`src/include/cpu_pipe_consts.svh`:
```
`ifndef CPU_PIPE_CONSTS_SVH
`define CPU_PIPE_CONSTS_SVH

// Instruction word width
`define CPU_DATA_BITS 16

// Byte address width, word address drops bit 0
`define CPU_ADDR_BITS 16

// Register tag carried with each slot for hazard compare
`define CPU_HAZ_REG_BITS 7

// Word address fetched first after reset
`define CPU_RESET_PC 0

`endif

```
`src/source/cpu_pipe_pkg.sv`:
```
`include "cpu_pipe_consts.svh"

package cpu_pipe_pkg;

	// One instruction as fetched
	typedef logic [`CPU_DATA_BITS - 1 : 0] ins_word_t;

	// Instruction word address, byte address without bit 0
	typedef logic [`CPU_ADDR_BITS - 2 : 0] word_addr_t;

	// Destination register tag travelling with the slot
	typedef logic [`CPU_HAZ_REG_BITS - 1 : 0] haz_reg_t;

	// Sequencer states
	// Stall states are entered at stall1, stall2 or stall3
	// depending on how many bubbles the hazard needs
	typedef enum logic [2:0] {
		st_reset,
		st_refill,
		st_execute,
		st_stall1,
		st_stall2,
		st_stall3
	} seq_state_t;

endpackage

```
`src/source/pipeline_sequencer.sv`:
```
`timescale 1ns/1ns

module pipeline_sequencer (
	input  logic CLK,
	input  logic RSTb,

	// Branch from execute stage
	input  logic load_pc_request,

	// Hazards of slot 0 against slots 1, 2 and 3
	input  logic hazard_1,
	input  logic hazard_2,
	input  logic hazard_3,

	output logic fetch_en,
	output logic pc_load,
	output logic front_flush,
	output logic decode_hold,
	output logic exec_bubble,
	output logic stall_entry
);

	cpu_pipe_pkg::seq_state_t state_r;
	cpu_pipe_pkg::seq_state_t state_nxt;

	logic in_stall;
	logic branch_ok;
	logic any_hazard;

	assign in_stall = (state_r == cpu_pipe_pkg::st_stall1) ||
		(state_r == cpu_pipe_pkg::st_stall2) ||
		(state_r == cpu_pipe_pkg::st_stall3);

	// Branches are taken in execute and in every stall state
	// A branch sitting in slot 2 during stall1 must not be lost
	assign branch_ok = load_pc_request &&
		((state_r == cpu_pipe_pkg::st_execute) || in_stall);

	assign any_hazard = hazard_1 || hazard_2 || hazard_3;

	// Hazard cycle, the branch has priority over it
	assign stall_entry = (state_r == cpu_pipe_pkg::st_execute) &&
		!load_pc_request && any_hazard;

	// Only execute requests instructions
	assign fetch_en = (state_r == cpu_pipe_pkg::st_execute);
	assign pc_load = branch_ok;

	// Kill younger words on a branch, and keep the front empty while refilling
	assign front_flush = branch_ok ||
		(state_r == cpu_pipe_pkg::st_reset) ||
		(state_r == cpu_pipe_pkg::st_refill);

	// Decode keeps its word, execute sees bubbles
	assign decode_hold = in_stall;
	assign exec_bubble = in_stall;

	always_comb begin
		state_nxt = state_r;
		case (state_r)
			cpu_pipe_pkg::st_reset:
				state_nxt = cpu_pipe_pkg::st_refill;
			cpu_pipe_pkg::st_refill:
				state_nxt = cpu_pipe_pkg::st_execute;
			cpu_pipe_pkg::st_execute: begin
				// Priority is branch, then nearest hazard first
				if (load_pc_request)
					state_nxt = cpu_pipe_pkg::st_refill;
				else if (hazard_1)
					state_nxt = cpu_pipe_pkg::st_stall1;
				else if (hazard_2)
					state_nxt = cpu_pipe_pkg::st_stall2;
				else if (hazard_3)
					state_nxt = cpu_pipe_pkg::st_stall3;
			end
			cpu_pipe_pkg::st_stall1:
				state_nxt = load_pc_request ? cpu_pipe_pkg::st_refill : cpu_pipe_pkg::st_stall2;
			cpu_pipe_pkg::st_stall2:
				state_nxt = load_pc_request ? cpu_pipe_pkg::st_refill : cpu_pipe_pkg::st_stall3;
			cpu_pipe_pkg::st_stall3:
				state_nxt = load_pc_request ? cpu_pipe_pkg::st_refill : cpu_pipe_pkg::st_execute;
			default:
				state_nxt = cpu_pipe_pkg::st_reset;
		endcase
	end

	always_ff @(posedge CLK) begin
		if (!RSTb)
			state_r <= cpu_pipe_pkg::st_reset;
		else
			state_r <= state_nxt;
	end

	// Stall chain only moves forward, or leaves through a branch
	a_stall1_next: assert property (@(posedge CLK) disable iff (!RSTb)
		(state_r == cpu_pipe_pkg::st_stall1) |=>
		(state_r inside {cpu_pipe_pkg::st_stall2, cpu_pipe_pkg::st_refill}));

	a_stall2_next: assert property (@(posedge CLK) disable iff (!RSTb)
		(state_r == cpu_pipe_pkg::st_stall2) |=>
		(state_r inside {cpu_pipe_pkg::st_stall3, cpu_pipe_pkg::st_refill}));

	a_stall3_next: assert property (@(posedge CLK) disable iff (!RSTb)
		(state_r == cpu_pipe_pkg::st_stall3) |=>
		(state_r inside {cpu_pipe_pkg::st_execute, cpu_pipe_pkg::st_refill}));

	// No fetch in the cycle after a hazard or a branch is taken
	a_no_fetch_after: assert property (@(posedge CLK) disable iff (!RSTb)
		(stall_entry || pc_load) |=> !fetch_en);

endmodule

```
`src/source/fetch_stage.sv`:
```
`timescale 1ns/1ns

`include "cpu_pipe_consts.svh"

module fetch_stage (
	input  logic CLK,
	input  logic RSTb,

	// Controls from the sequencer
	input  logic fetch_en,
	input  logic pc_load,
	input  logic front_flush,
	input  logic stall_entry,

	// Branch target, byte address
	input  logic [`CPU_ADDR_BITS - 1 : 0] load_pc_address,

	// Wishbone classic read master
	output logic wb_cyc,
	output logic wb_stb,
	output cpu_pipe_pkg::word_addr_t wb_adr,
	input  cpu_pipe_pkg::ins_word_t wb_dat,
	input  logic wb_ack,

	// Slot 0
	output cpu_pipe_pkg::ins_word_t slot0_ins,
	output cpu_pipe_pkg::word_addr_t slot0_pc,
	output logic slot0_nop
);

	cpu_pipe_pkg::word_addr_t pc_r;

	logic accept;
	logic take_word;

	// Single read cycle per word, cyc follows stb
	assign wb_stb = fetch_en;
	assign wb_cyc = fetch_en;

	// Address comes straight from the PC, so it holds while ack is low
	assign wb_adr = pc_r;

	assign accept = wb_stb && wb_ack;

	// Word acknowledged in a hazard or branch cycle is dropped
	// and fetched again later from the same PC
	assign take_word = accept && !stall_entry && !front_flush;

	always_ff @(posedge CLK) begin
		if (!RSTb)
			pc_r <= cpu_pipe_pkg::word_addr_t'(`CPU_RESET_PC);
		else if (pc_load)
			pc_r <= load_pc_address[`CPU_ADDR_BITS - 1 : 1];
		else if (take_word)
			pc_r <= pc_r + cpu_pipe_pkg::word_addr_t'(1);
	end

	// Payload follows the bus every cycle
	always_ff @(posedge CLK) begin
		slot0_ins <= wb_dat;
		slot0_pc <= wb_adr;
	end

	// Bubble unless a word is really taken
	always_ff @(posedge CLK) begin
		if (!RSTb)
			slot0_nop <= 1'b1;
		else
			slot0_nop <= !take_word;
	end

	// Address is held through wait states unless the request is withdrawn
	a_wb_adr_stable: assert property (@(posedge CLK) disable iff (!RSTb)
		(wb_stb && !wb_ack) |=> (!wb_stb || $stable(wb_adr)));

endmodule

```
`src/source/decode_slot.sv`:
```
`timescale 1ns/1ns

module decode_slot (
	input  logic CLK,

	// Controls from the sequencer
	input  logic decode_hold,
	input  logic front_flush,

	// Slot 0
	input  cpu_pipe_pkg::ins_word_t slot0_ins,
	input  cpu_pipe_pkg::word_addr_t slot0_pc,
	input  logic slot0_nop,

	// Tag computed outside for the word now in slot 0
	input  cpu_pipe_pkg::haz_reg_t hazard_reg0,

	// Slot 1
	output cpu_pipe_pkg::ins_word_t slot1_ins,
	output cpu_pipe_pkg::word_addr_t slot1_pc,
	output logic slot1_nop,
	output cpu_pipe_pkg::haz_reg_t hazard_reg1
);

	// Word, address and tag advance together
	// During a stall all three stay put so the hazard can be re-checked
	always_ff @(posedge CLK) begin
		if (!decode_hold) begin
			slot1_ins <= slot0_ins;
			slot1_pc <= slot0_pc;
			hazard_reg1 <= hazard_reg0;
		end
	end

	// Nop flag
	// A flush always wins, even over a hold
	// On hold without flush the flag is kept
	always_ff @(posedge CLK) begin
		if (front_flush)
			slot1_nop <= 1'b1;
		else if (!decode_hold)
			slot1_nop <= slot0_nop;
	end

endmodule

```
`src/source/back_slots.sv`:
```
`timescale 1ns/1ns

`include "cpu_pipe_consts.svh"

module back_slots (
	input  logic CLK,

	// Controls from the sequencer
	input  logic exec_bubble,
	input  logic front_flush,

	// Slot 1
	input  cpu_pipe_pkg::ins_word_t slot1_ins,
	input  cpu_pipe_pkg::word_addr_t slot1_pc,
	input  logic slot1_nop,
	input  cpu_pipe_pkg::haz_reg_t hazard_reg1,

	// Instruction in execute, memory and writeback
	output cpu_pipe_pkg::ins_word_t pipeline_stage_2,
	output cpu_pipe_pkg::ins_word_t pipeline_stage_3,
	output cpu_pipe_pkg::ins_word_t pipeline_stage_4,

	output logic nop_stage_2,
	output logic nop_stage_4,

	// Writeback address as a byte address
	output logic [`CPU_ADDR_BITS - 1 : 0] pc_stage_4,

	// Exported tags for the outside hazard logic
	output cpu_pipe_pkg::haz_reg_t hazard_reg2,
	output cpu_pipe_pkg::haz_reg_t hazard_reg3
);

	cpu_pipe_pkg::word_addr_t pc2_r;
	cpu_pipe_pkg::word_addr_t pc3_r;
	cpu_pipe_pkg::word_addr_t pc4_r;

	logic nop3_r;

	// Execute slot
	// Bubble while decode is stalled, kill on branch or refill
	always_ff @(posedge CLK) begin
		pipeline_stage_2 <= slot1_ins;
		pc2_r <= slot1_pc;
		hazard_reg2 <= hazard_reg1;
		nop_stage_2 <= slot1_nop || exec_bubble || front_flush;
	end

	// Memory slot, plain shift
	always_ff @(posedge CLK) begin
		pipeline_stage_3 <= pipeline_stage_2;
		pc3_r <= pc2_r;
		hazard_reg3 <= hazard_reg2;
		nop3_r <= nop_stage_2;
	end

	// Writeback slot, tag no longer needed here
	always_ff @(posedge CLK) begin
		pipeline_stage_4 <= pipeline_stage_3;
		pc4_r <= pc3_r;
		nop_stage_4 <= nop3_r;
	end

	// Words are 2-byte aligned
	assign pc_stage_4 = {pc4_r, 1'b0};

endmodule

```
`src/source/cpu_pipeline_top.sv`:
```
`timescale 1ns/1ns

`include "cpu_pipe_consts.svh"

module cpu_pipeline_top (
	input  logic CLK,
	input  logic RSTb,

	// Wishbone instruction fetch
	output logic wb_cyc,
	output logic wb_stb,
	output cpu_pipe_pkg::word_addr_t wb_adr,
	input  cpu_pipe_pkg::ins_word_t wb_dat,
	input  logic wb_ack,

	// Branch request from execute
	input  logic load_pc_request,
	input  logic [`CPU_ADDR_BITS - 1 : 0] load_pc_address,

	// Hazard detection lives outside
	input  logic hazard_1,
	input  logic hazard_2,
	input  logic hazard_3,
	input  cpu_pipe_pkg::haz_reg_t hazard_reg0,
	output cpu_pipe_pkg::haz_reg_t hazard_reg1,
	output cpu_pipe_pkg::haz_reg_t hazard_reg2,
	output cpu_pipe_pkg::haz_reg_t hazard_reg3,

	// Slot contents for the datapath
	output cpu_pipe_pkg::ins_word_t pipeline_stage_2,
	output cpu_pipe_pkg::ins_word_t pipeline_stage_3,
	output cpu_pipe_pkg::ins_word_t pipeline_stage_4,
	output logic [`CPU_ADDR_BITS - 1 : 0] pc_stage_4,
	output logic nop_stage_2,
	output logic nop_stage_4
);

	// Sequencer controls
	logic fetch_en;
	logic pc_load;
	logic front_flush;
	logic decode_hold;
	logic exec_bubble;
	logic stall_entry;

	// Slot 0 and slot 1
	cpu_pipe_pkg::ins_word_t slot0_ins;
	cpu_pipe_pkg::word_addr_t slot0_pc;
	logic slot0_nop;
	cpu_pipe_pkg::ins_word_t slot1_ins;
	cpu_pipe_pkg::word_addr_t slot1_pc;
	logic slot1_nop;

	pipeline_sequencer seq_i (
		.CLK(CLK), .RSTb(RSTb), .load_pc_request(load_pc_request),
		.hazard_1(hazard_1), .hazard_2(hazard_2), .hazard_3(hazard_3),
		.fetch_en(fetch_en), .pc_load(pc_load), .front_flush(front_flush),
		.decode_hold(decode_hold), .exec_bubble(exec_bubble), .stall_entry(stall_entry)
	);

	fetch_stage fetch_i (
		.CLK(CLK), .RSTb(RSTb), .fetch_en(fetch_en), .pc_load(pc_load),
		.front_flush(front_flush), .stall_entry(stall_entry),
		.load_pc_address(load_pc_address),
		.wb_cyc(wb_cyc), .wb_stb(wb_stb), .wb_adr(wb_adr), .wb_dat(wb_dat), .wb_ack(wb_ack),
		.slot0_ins(slot0_ins), .slot0_pc(slot0_pc), .slot0_nop(slot0_nop)
	);

	decode_slot decode_i (
		.CLK(CLK), .decode_hold(decode_hold), .front_flush(front_flush),
		.slot0_ins(slot0_ins), .slot0_pc(slot0_pc), .slot0_nop(slot0_nop),
		.hazard_reg0(hazard_reg0),
		.slot1_ins(slot1_ins), .slot1_pc(slot1_pc), .slot1_nop(slot1_nop),
		.hazard_reg1(hazard_reg1)
	);

	back_slots back_i (
		.CLK(CLK), .exec_bubble(exec_bubble), .front_flush(front_flush),
		.slot1_ins(slot1_ins), .slot1_pc(slot1_pc), .slot1_nop(slot1_nop),
		.hazard_reg1(hazard_reg1),
		.pipeline_stage_2(pipeline_stage_2), .pipeline_stage_3(pipeline_stage_3),
		.pipeline_stage_4(pipeline_stage_4),
		.nop_stage_2(nop_stage_2), .nop_stage_4(nop_stage_4), .pc_stage_4(pc_stage_4),
		.hazard_reg2(hazard_reg2), .hazard_reg3(hazard_reg3)
	);

endmodule

```
`config.mk`:
```
export PLATFORM = sky130hd
export DESIGN_NAME = cpu_pipeline_top
export DESIGN_NICKNAME = d
export VERILOG_FILES = /design/src/source/cpu_pipe_pkg.sv /design/src/source/pipeline_sequencer.sv /design/src/source/fetch_stage.sv /design/src/source/decode_slot.sv /design/src/source/back_slots.sv /design/src/source/cpu_pipeline_top.sv
export VERILOG_INCLUDE_DIRS = /design/src /design/src/include
export SDC_FILE = /design/constraint.sdc
export NUM_CORES = 1
export LEC_CHECK = 0
export ABC_AREA = 1
export BUFFER_PORTS_ARGS = -buffer_cell sky130_fd_sc_hd__buf_2
export CAP_MARGIN = 15
export CORE_ASPECT_RATIO = 1.1
export CORE_MARGIN = 2
export CORE_UTILIZATION = 50
export CTS_BUF_LIST = sky130_fd_sc_hd__clkbuf_16
export DETAILED_ROUTE_END_ITERATION = 8
export HOLD_SLACK_MARGIN = 0.05
export PLACE_DENSITY_LB_ADDON = 0.3
export REMOVE_ABC_BUFFERS = 1
export SLEW_MARGIN = 40
export SYNTH_ARGS = -nofsm -noshare
export SYNTH_HDL_FRONTEND = slang
export SYNTH_SLANG_ARGS = --single-unit
```
`constraint.sdc`:
```
create_clock -name CLK -period 2.4 [get_ports CLK]
set_input_delay 0.36 -clock CLK [delete_from_list [all_inputs] [get_ports CLK]]
set_output_delay 0.36 -clock CLK [all_outputs]
set_load 0.02 [all_outputs]
```
==> flow_metrics.env <==
export IMPL_cts_root_buf="clkbuf_16"
export IMPL_cp_cell_sequence="nor2_1 > nand2_1 > nand2_1 > inv_1 > nand2_1 > inv_2 > buf_12"
export IMPL_grt_max_degree=24
export IMPL_cp_slowest_cell="dfxtp_1"
export IMPL_nNetsFinal=643
export IMPL_use_met1_pct=19.5
export IMPL_die_y_um=113
export IMPL_p_seq_share_pct=53.7
export IMPL_ant_nets=0
export IMPL_io_pins=150
export IMPL_rr_startpoint="seq_i.state_r[1]"
export IMPL_cap_violations=0
export IMPL_crit_path_frequent_cell="nand2_1"
export IMPL_ys_ff_latch=199
export IMPL_rsz0062_at_grt="no"
export IMPL_power_density_nw_per_um2=1040
export IMPL_cts_tree="built"
export IMPL_setup_violations=0
export IMPL_core_area_um2=10400
export IMPL_cts_buffer_depth=2
export IMPL_use_met3_pct=5.44
export IMPL_antenna_found_initial=0
export IMPL_drc_errors=0
export IMPL_cp_start_kind="flip-flop"
export IMPL_crit_path_max_fanout=23
export IMPL_hold_viol=0
export IMPL_dpl_hpwl_um=6260
export IMPL_die_x_um=103
export IMPL_path_clk_slew_ns=0.07
export IMPL_r2r_slack_ns=0.63
export IMPL_rows=39
export IMPL_cp_endpoint="decode_i.slot1_pc[3]"
export IMPL_fmax_ghz=0.564
export IMPL_p_leak_nw=3.25
export IMPL_drt_first_pass_iters=5
export IMPL_reg2reg_to="decode_i.slot1_pc[3]"
export IMPL_ys_types=30
export IMPL_dp_cells=704
export IMPL_die_area_um2=11700
export IMPL_synth_top_area_share_pct=59.6
export IMPL_viasPerCell=4.57
export IMPL_setup_tns_ns=0
export IMPL_area_growth_pct=29.8
export IMPL_required_ns=2.51
export IMPL_max_stage_delay_ns=0.47
export IMPL_hold_class="in -> reg"
export IMPL_switching_share_pct=24.9
export IMPL_vias=3434
export IMPL_critPathKind="reg -> reg"
export IMPL_port_buffer_count=147
export IMPL_layout_drive_gt1_share_pct=32.3
export IMPL_grt_busiest_layer="met2"
export IMPL_cts_buffers=17
export IMPL_synth_edf_count=38
export IMPL_syn_avg_cell_area_um2=12.9
export IMPL_post_route_min_period_ns=1.77
export IMPL_syn_inst=421
export IMPL_internal_power_w=0.00549
export IMPL_grt_pass1_wl_um=14500
export IMPL_status="completed"
export IMPL_wire_per_inst_um=12.4
export IMPL_layout_setup_ws_ns=0.627
export IMPL_syn_area_um2=5410
export IMPL_maxSlewViolCount=0
export IMPL_grtUsageMet2_pct=27.0
export IMPL_peakVddDrop_mv=0.455
export IMPL_wl_um=9340
export IMPL_yosysMostFrequentCell="dfxtp_1"
export IMPL_synthTopCellsByArea="dfxtp_1 (60%), edfxtp_1 (21%), nand2_1 (4.7%), nor2_1 (3.3%), nand3_1 (2.2%)"
export IMPL_dp_slack_ns=0.586
export IMPL_share_comb_of_total_power_pct=9.0
export IMPL_reg2reg_depth=7
export IMPL_cp_arrival_ns=1.88
export IMPL_finalCritPeriodShare_pct=73.9
export IMPL_gp_congestion=0.837
export IMPL_yosysSeqAreaShare_pct=80.6
export IMPL_fin_cells=752
export IMPL_overflow=0
export IMPL_yosys_area_top_type="dfxtp_1"
export IMPL_initial_core_util_pct=51.8
export IMPL_synthTopCellsByCount="dfxtp_1 (161), nand2_1 (68), nor2_1 (47), edfxtp_1 (38)"
export IMPL_end_kind="flip-flop"
export IMPL_clockPowerShare_pct=37.3
export IMPL_drtIter0Drc=113
export IMPL_grt_pass1_vias=3154
export IMPL_synthArstFlopShare_pct=0
export IMPL_power_switching_w=0.00182
export IMPL_clkLatencyLatePin_ns=0.41
export IMPL_htree_levels=4
export IMPL_diodes=0
export IMPL_grtUsageTotal_pct=16.3
export IMPL_fin_skew_ns=0.00935
export IMPL_synth_ff_type="dfxtp_1"
export IMPL_clock_sinks=199
export IMPL_synth_warnings=0
export IMPL_critPathLaunch="seq_i.state_r[1]"
critical path: cells and delay by family, from the launching register on:
| family | cells | cell delay, ns |
|---|---|---|
| DFF | 1 | 0.47 |
| buffers and inverters | 3 | 0.64 |
| and+or+nand+nor | 4 | 0.35 |
logic make-up (layout without fill, tap and decap cells):
family	count (synthesis)	in the layout	synth area share (%)
DFF	199	199	80.6
and+or+nand+nor	157	157	12.7
buffers and inverters	35	223	3.10
AOI/OAI and AO/OA	26	26	2.89
xor gates and xnor gates	2	2	0.324
adders and majority gates	1	1	0.231
other	1	1	0.0693
layout by cell type, fill, tap and decap left out, types with 2 or more instances in the layout:
master / count
a21oi_1: 3
inv_8: 5
nor2_2: 2
edfxtp_1: 38
buf_2: 147
nand4_1: 5
dlygate4sd3_1: 16
clkbuf_16: 17
nand3_2: 2
inv_6: 3
o21ai_0: 14
nor2_1: 47
o211ai_1: 3
inv_2: 4
xor2_1: 2
dfxtp_1: 161
o21ai_1: 2
or2_2: 4
clkinvlp_4: 2
nand2_1: 68
nand2_2: 2
nand3_1: 24
inv_1: 23
per-stage QoR:
step / hold slack (ns) / power, W / utilization, % / instance area (µm²)
finish: 0.133 / 0.00731 / 67.3 / 7030
global route: 0.102 / 0.00762 / 67.3 / 7030
CTS: 0.0524 / 0.00738 / 67.2 / 7020
detailed placement: 0.312 / 0.00464 / 60.1 / 6280
global placement: 0.310 / 0.00461 / 60.1 / 6280
floorplan: 0.310 / 0.00435 / - / 5350
how the worst min path moves through the flow:
stage | from | end | slack, ns | depth (start not counted)
floorplan | back_i.nop3_r | back_i.nop_stage_4 | 0.31 | 0
global placement | back_i.pc3_r[14] | back_i.pc4_r[14] | 0.31 | 0
detailed placement | back_i.pc2_r[3] | back_i.pc3_r[3] | 0.31 | 0
CTS | wb_dat[4] | fetch_i.slot0_ins[4] | 0.05 | 1
global route | hazard_reg0[5] | decode_i.hazard_reg1[5] | 0.10 | 1
finish | hazard_reg0[1] | decode_i.hazard_reg1[1] | 0.13 | 1
power by group through the flow:
stage	Clock, W	Combinational [W]	Sequential, W
4_1_cts	0.00279	0.000659	0.00393
3_5_place_dp	0	0.000638	0.00400
2_1_floorplan	0	0.000156	0.00419
6_report	0.00273	0.000656	0.00393
3_3_place_gp	0	0.000630	0.00398
5_1_grt	0.00294	0.000716	0.00397
timing repair:
action / in CTS / in global routing
setup buffers: 0 / 0
hold endpoints to repair: 15 / 1
hold buffers: 15 / 1
gates resized for setup: 0 / 0
metal layers:
metal / wire, µm / up-vias
met5: 0 / -
li1: - / 1723
met3: 722 / 6
met1: 4030 / 1557
met4: 91 / 0
met2: 4500 / 148
state kept, by name (all words and copies together), names as in the netlist:
name and flops:
back_i.nop_stage_2 1, back_i.hazard_reg3 7, fetch_i.slot0_nop 1, back_i.pipeline_stage_3 16, seq_i.state_r 3, back_i.pc2_r 15
fetch_i.slot0_ins 16, back_i.pipeline_stage_4 16, fetch_i.wb_adr 15, decode_i.slot1_ins 16, back_i.nop_stage_4 1, back_i.pc3_r 15
back_i.hazard_reg2 7, back_i.nop3_r 1, back_i.pipeline_stage_2 16, decode_i.slot1_pc 15, decode_i.slot1_nop 1, fetch_i.slot0_pc 15
decode_i.hazard_reg1 7, back_i.pc4_r 15
cell type report:
type	count	area [µm²]
fill	808	3420
multi-input combinational	187	880
inverter	27	101
clock buffer	17	425
clock inverter	15	161
tap	143	179
timing repair buffer	164	916
sequential	199	4360
Power figures use the tool's default switching activity.
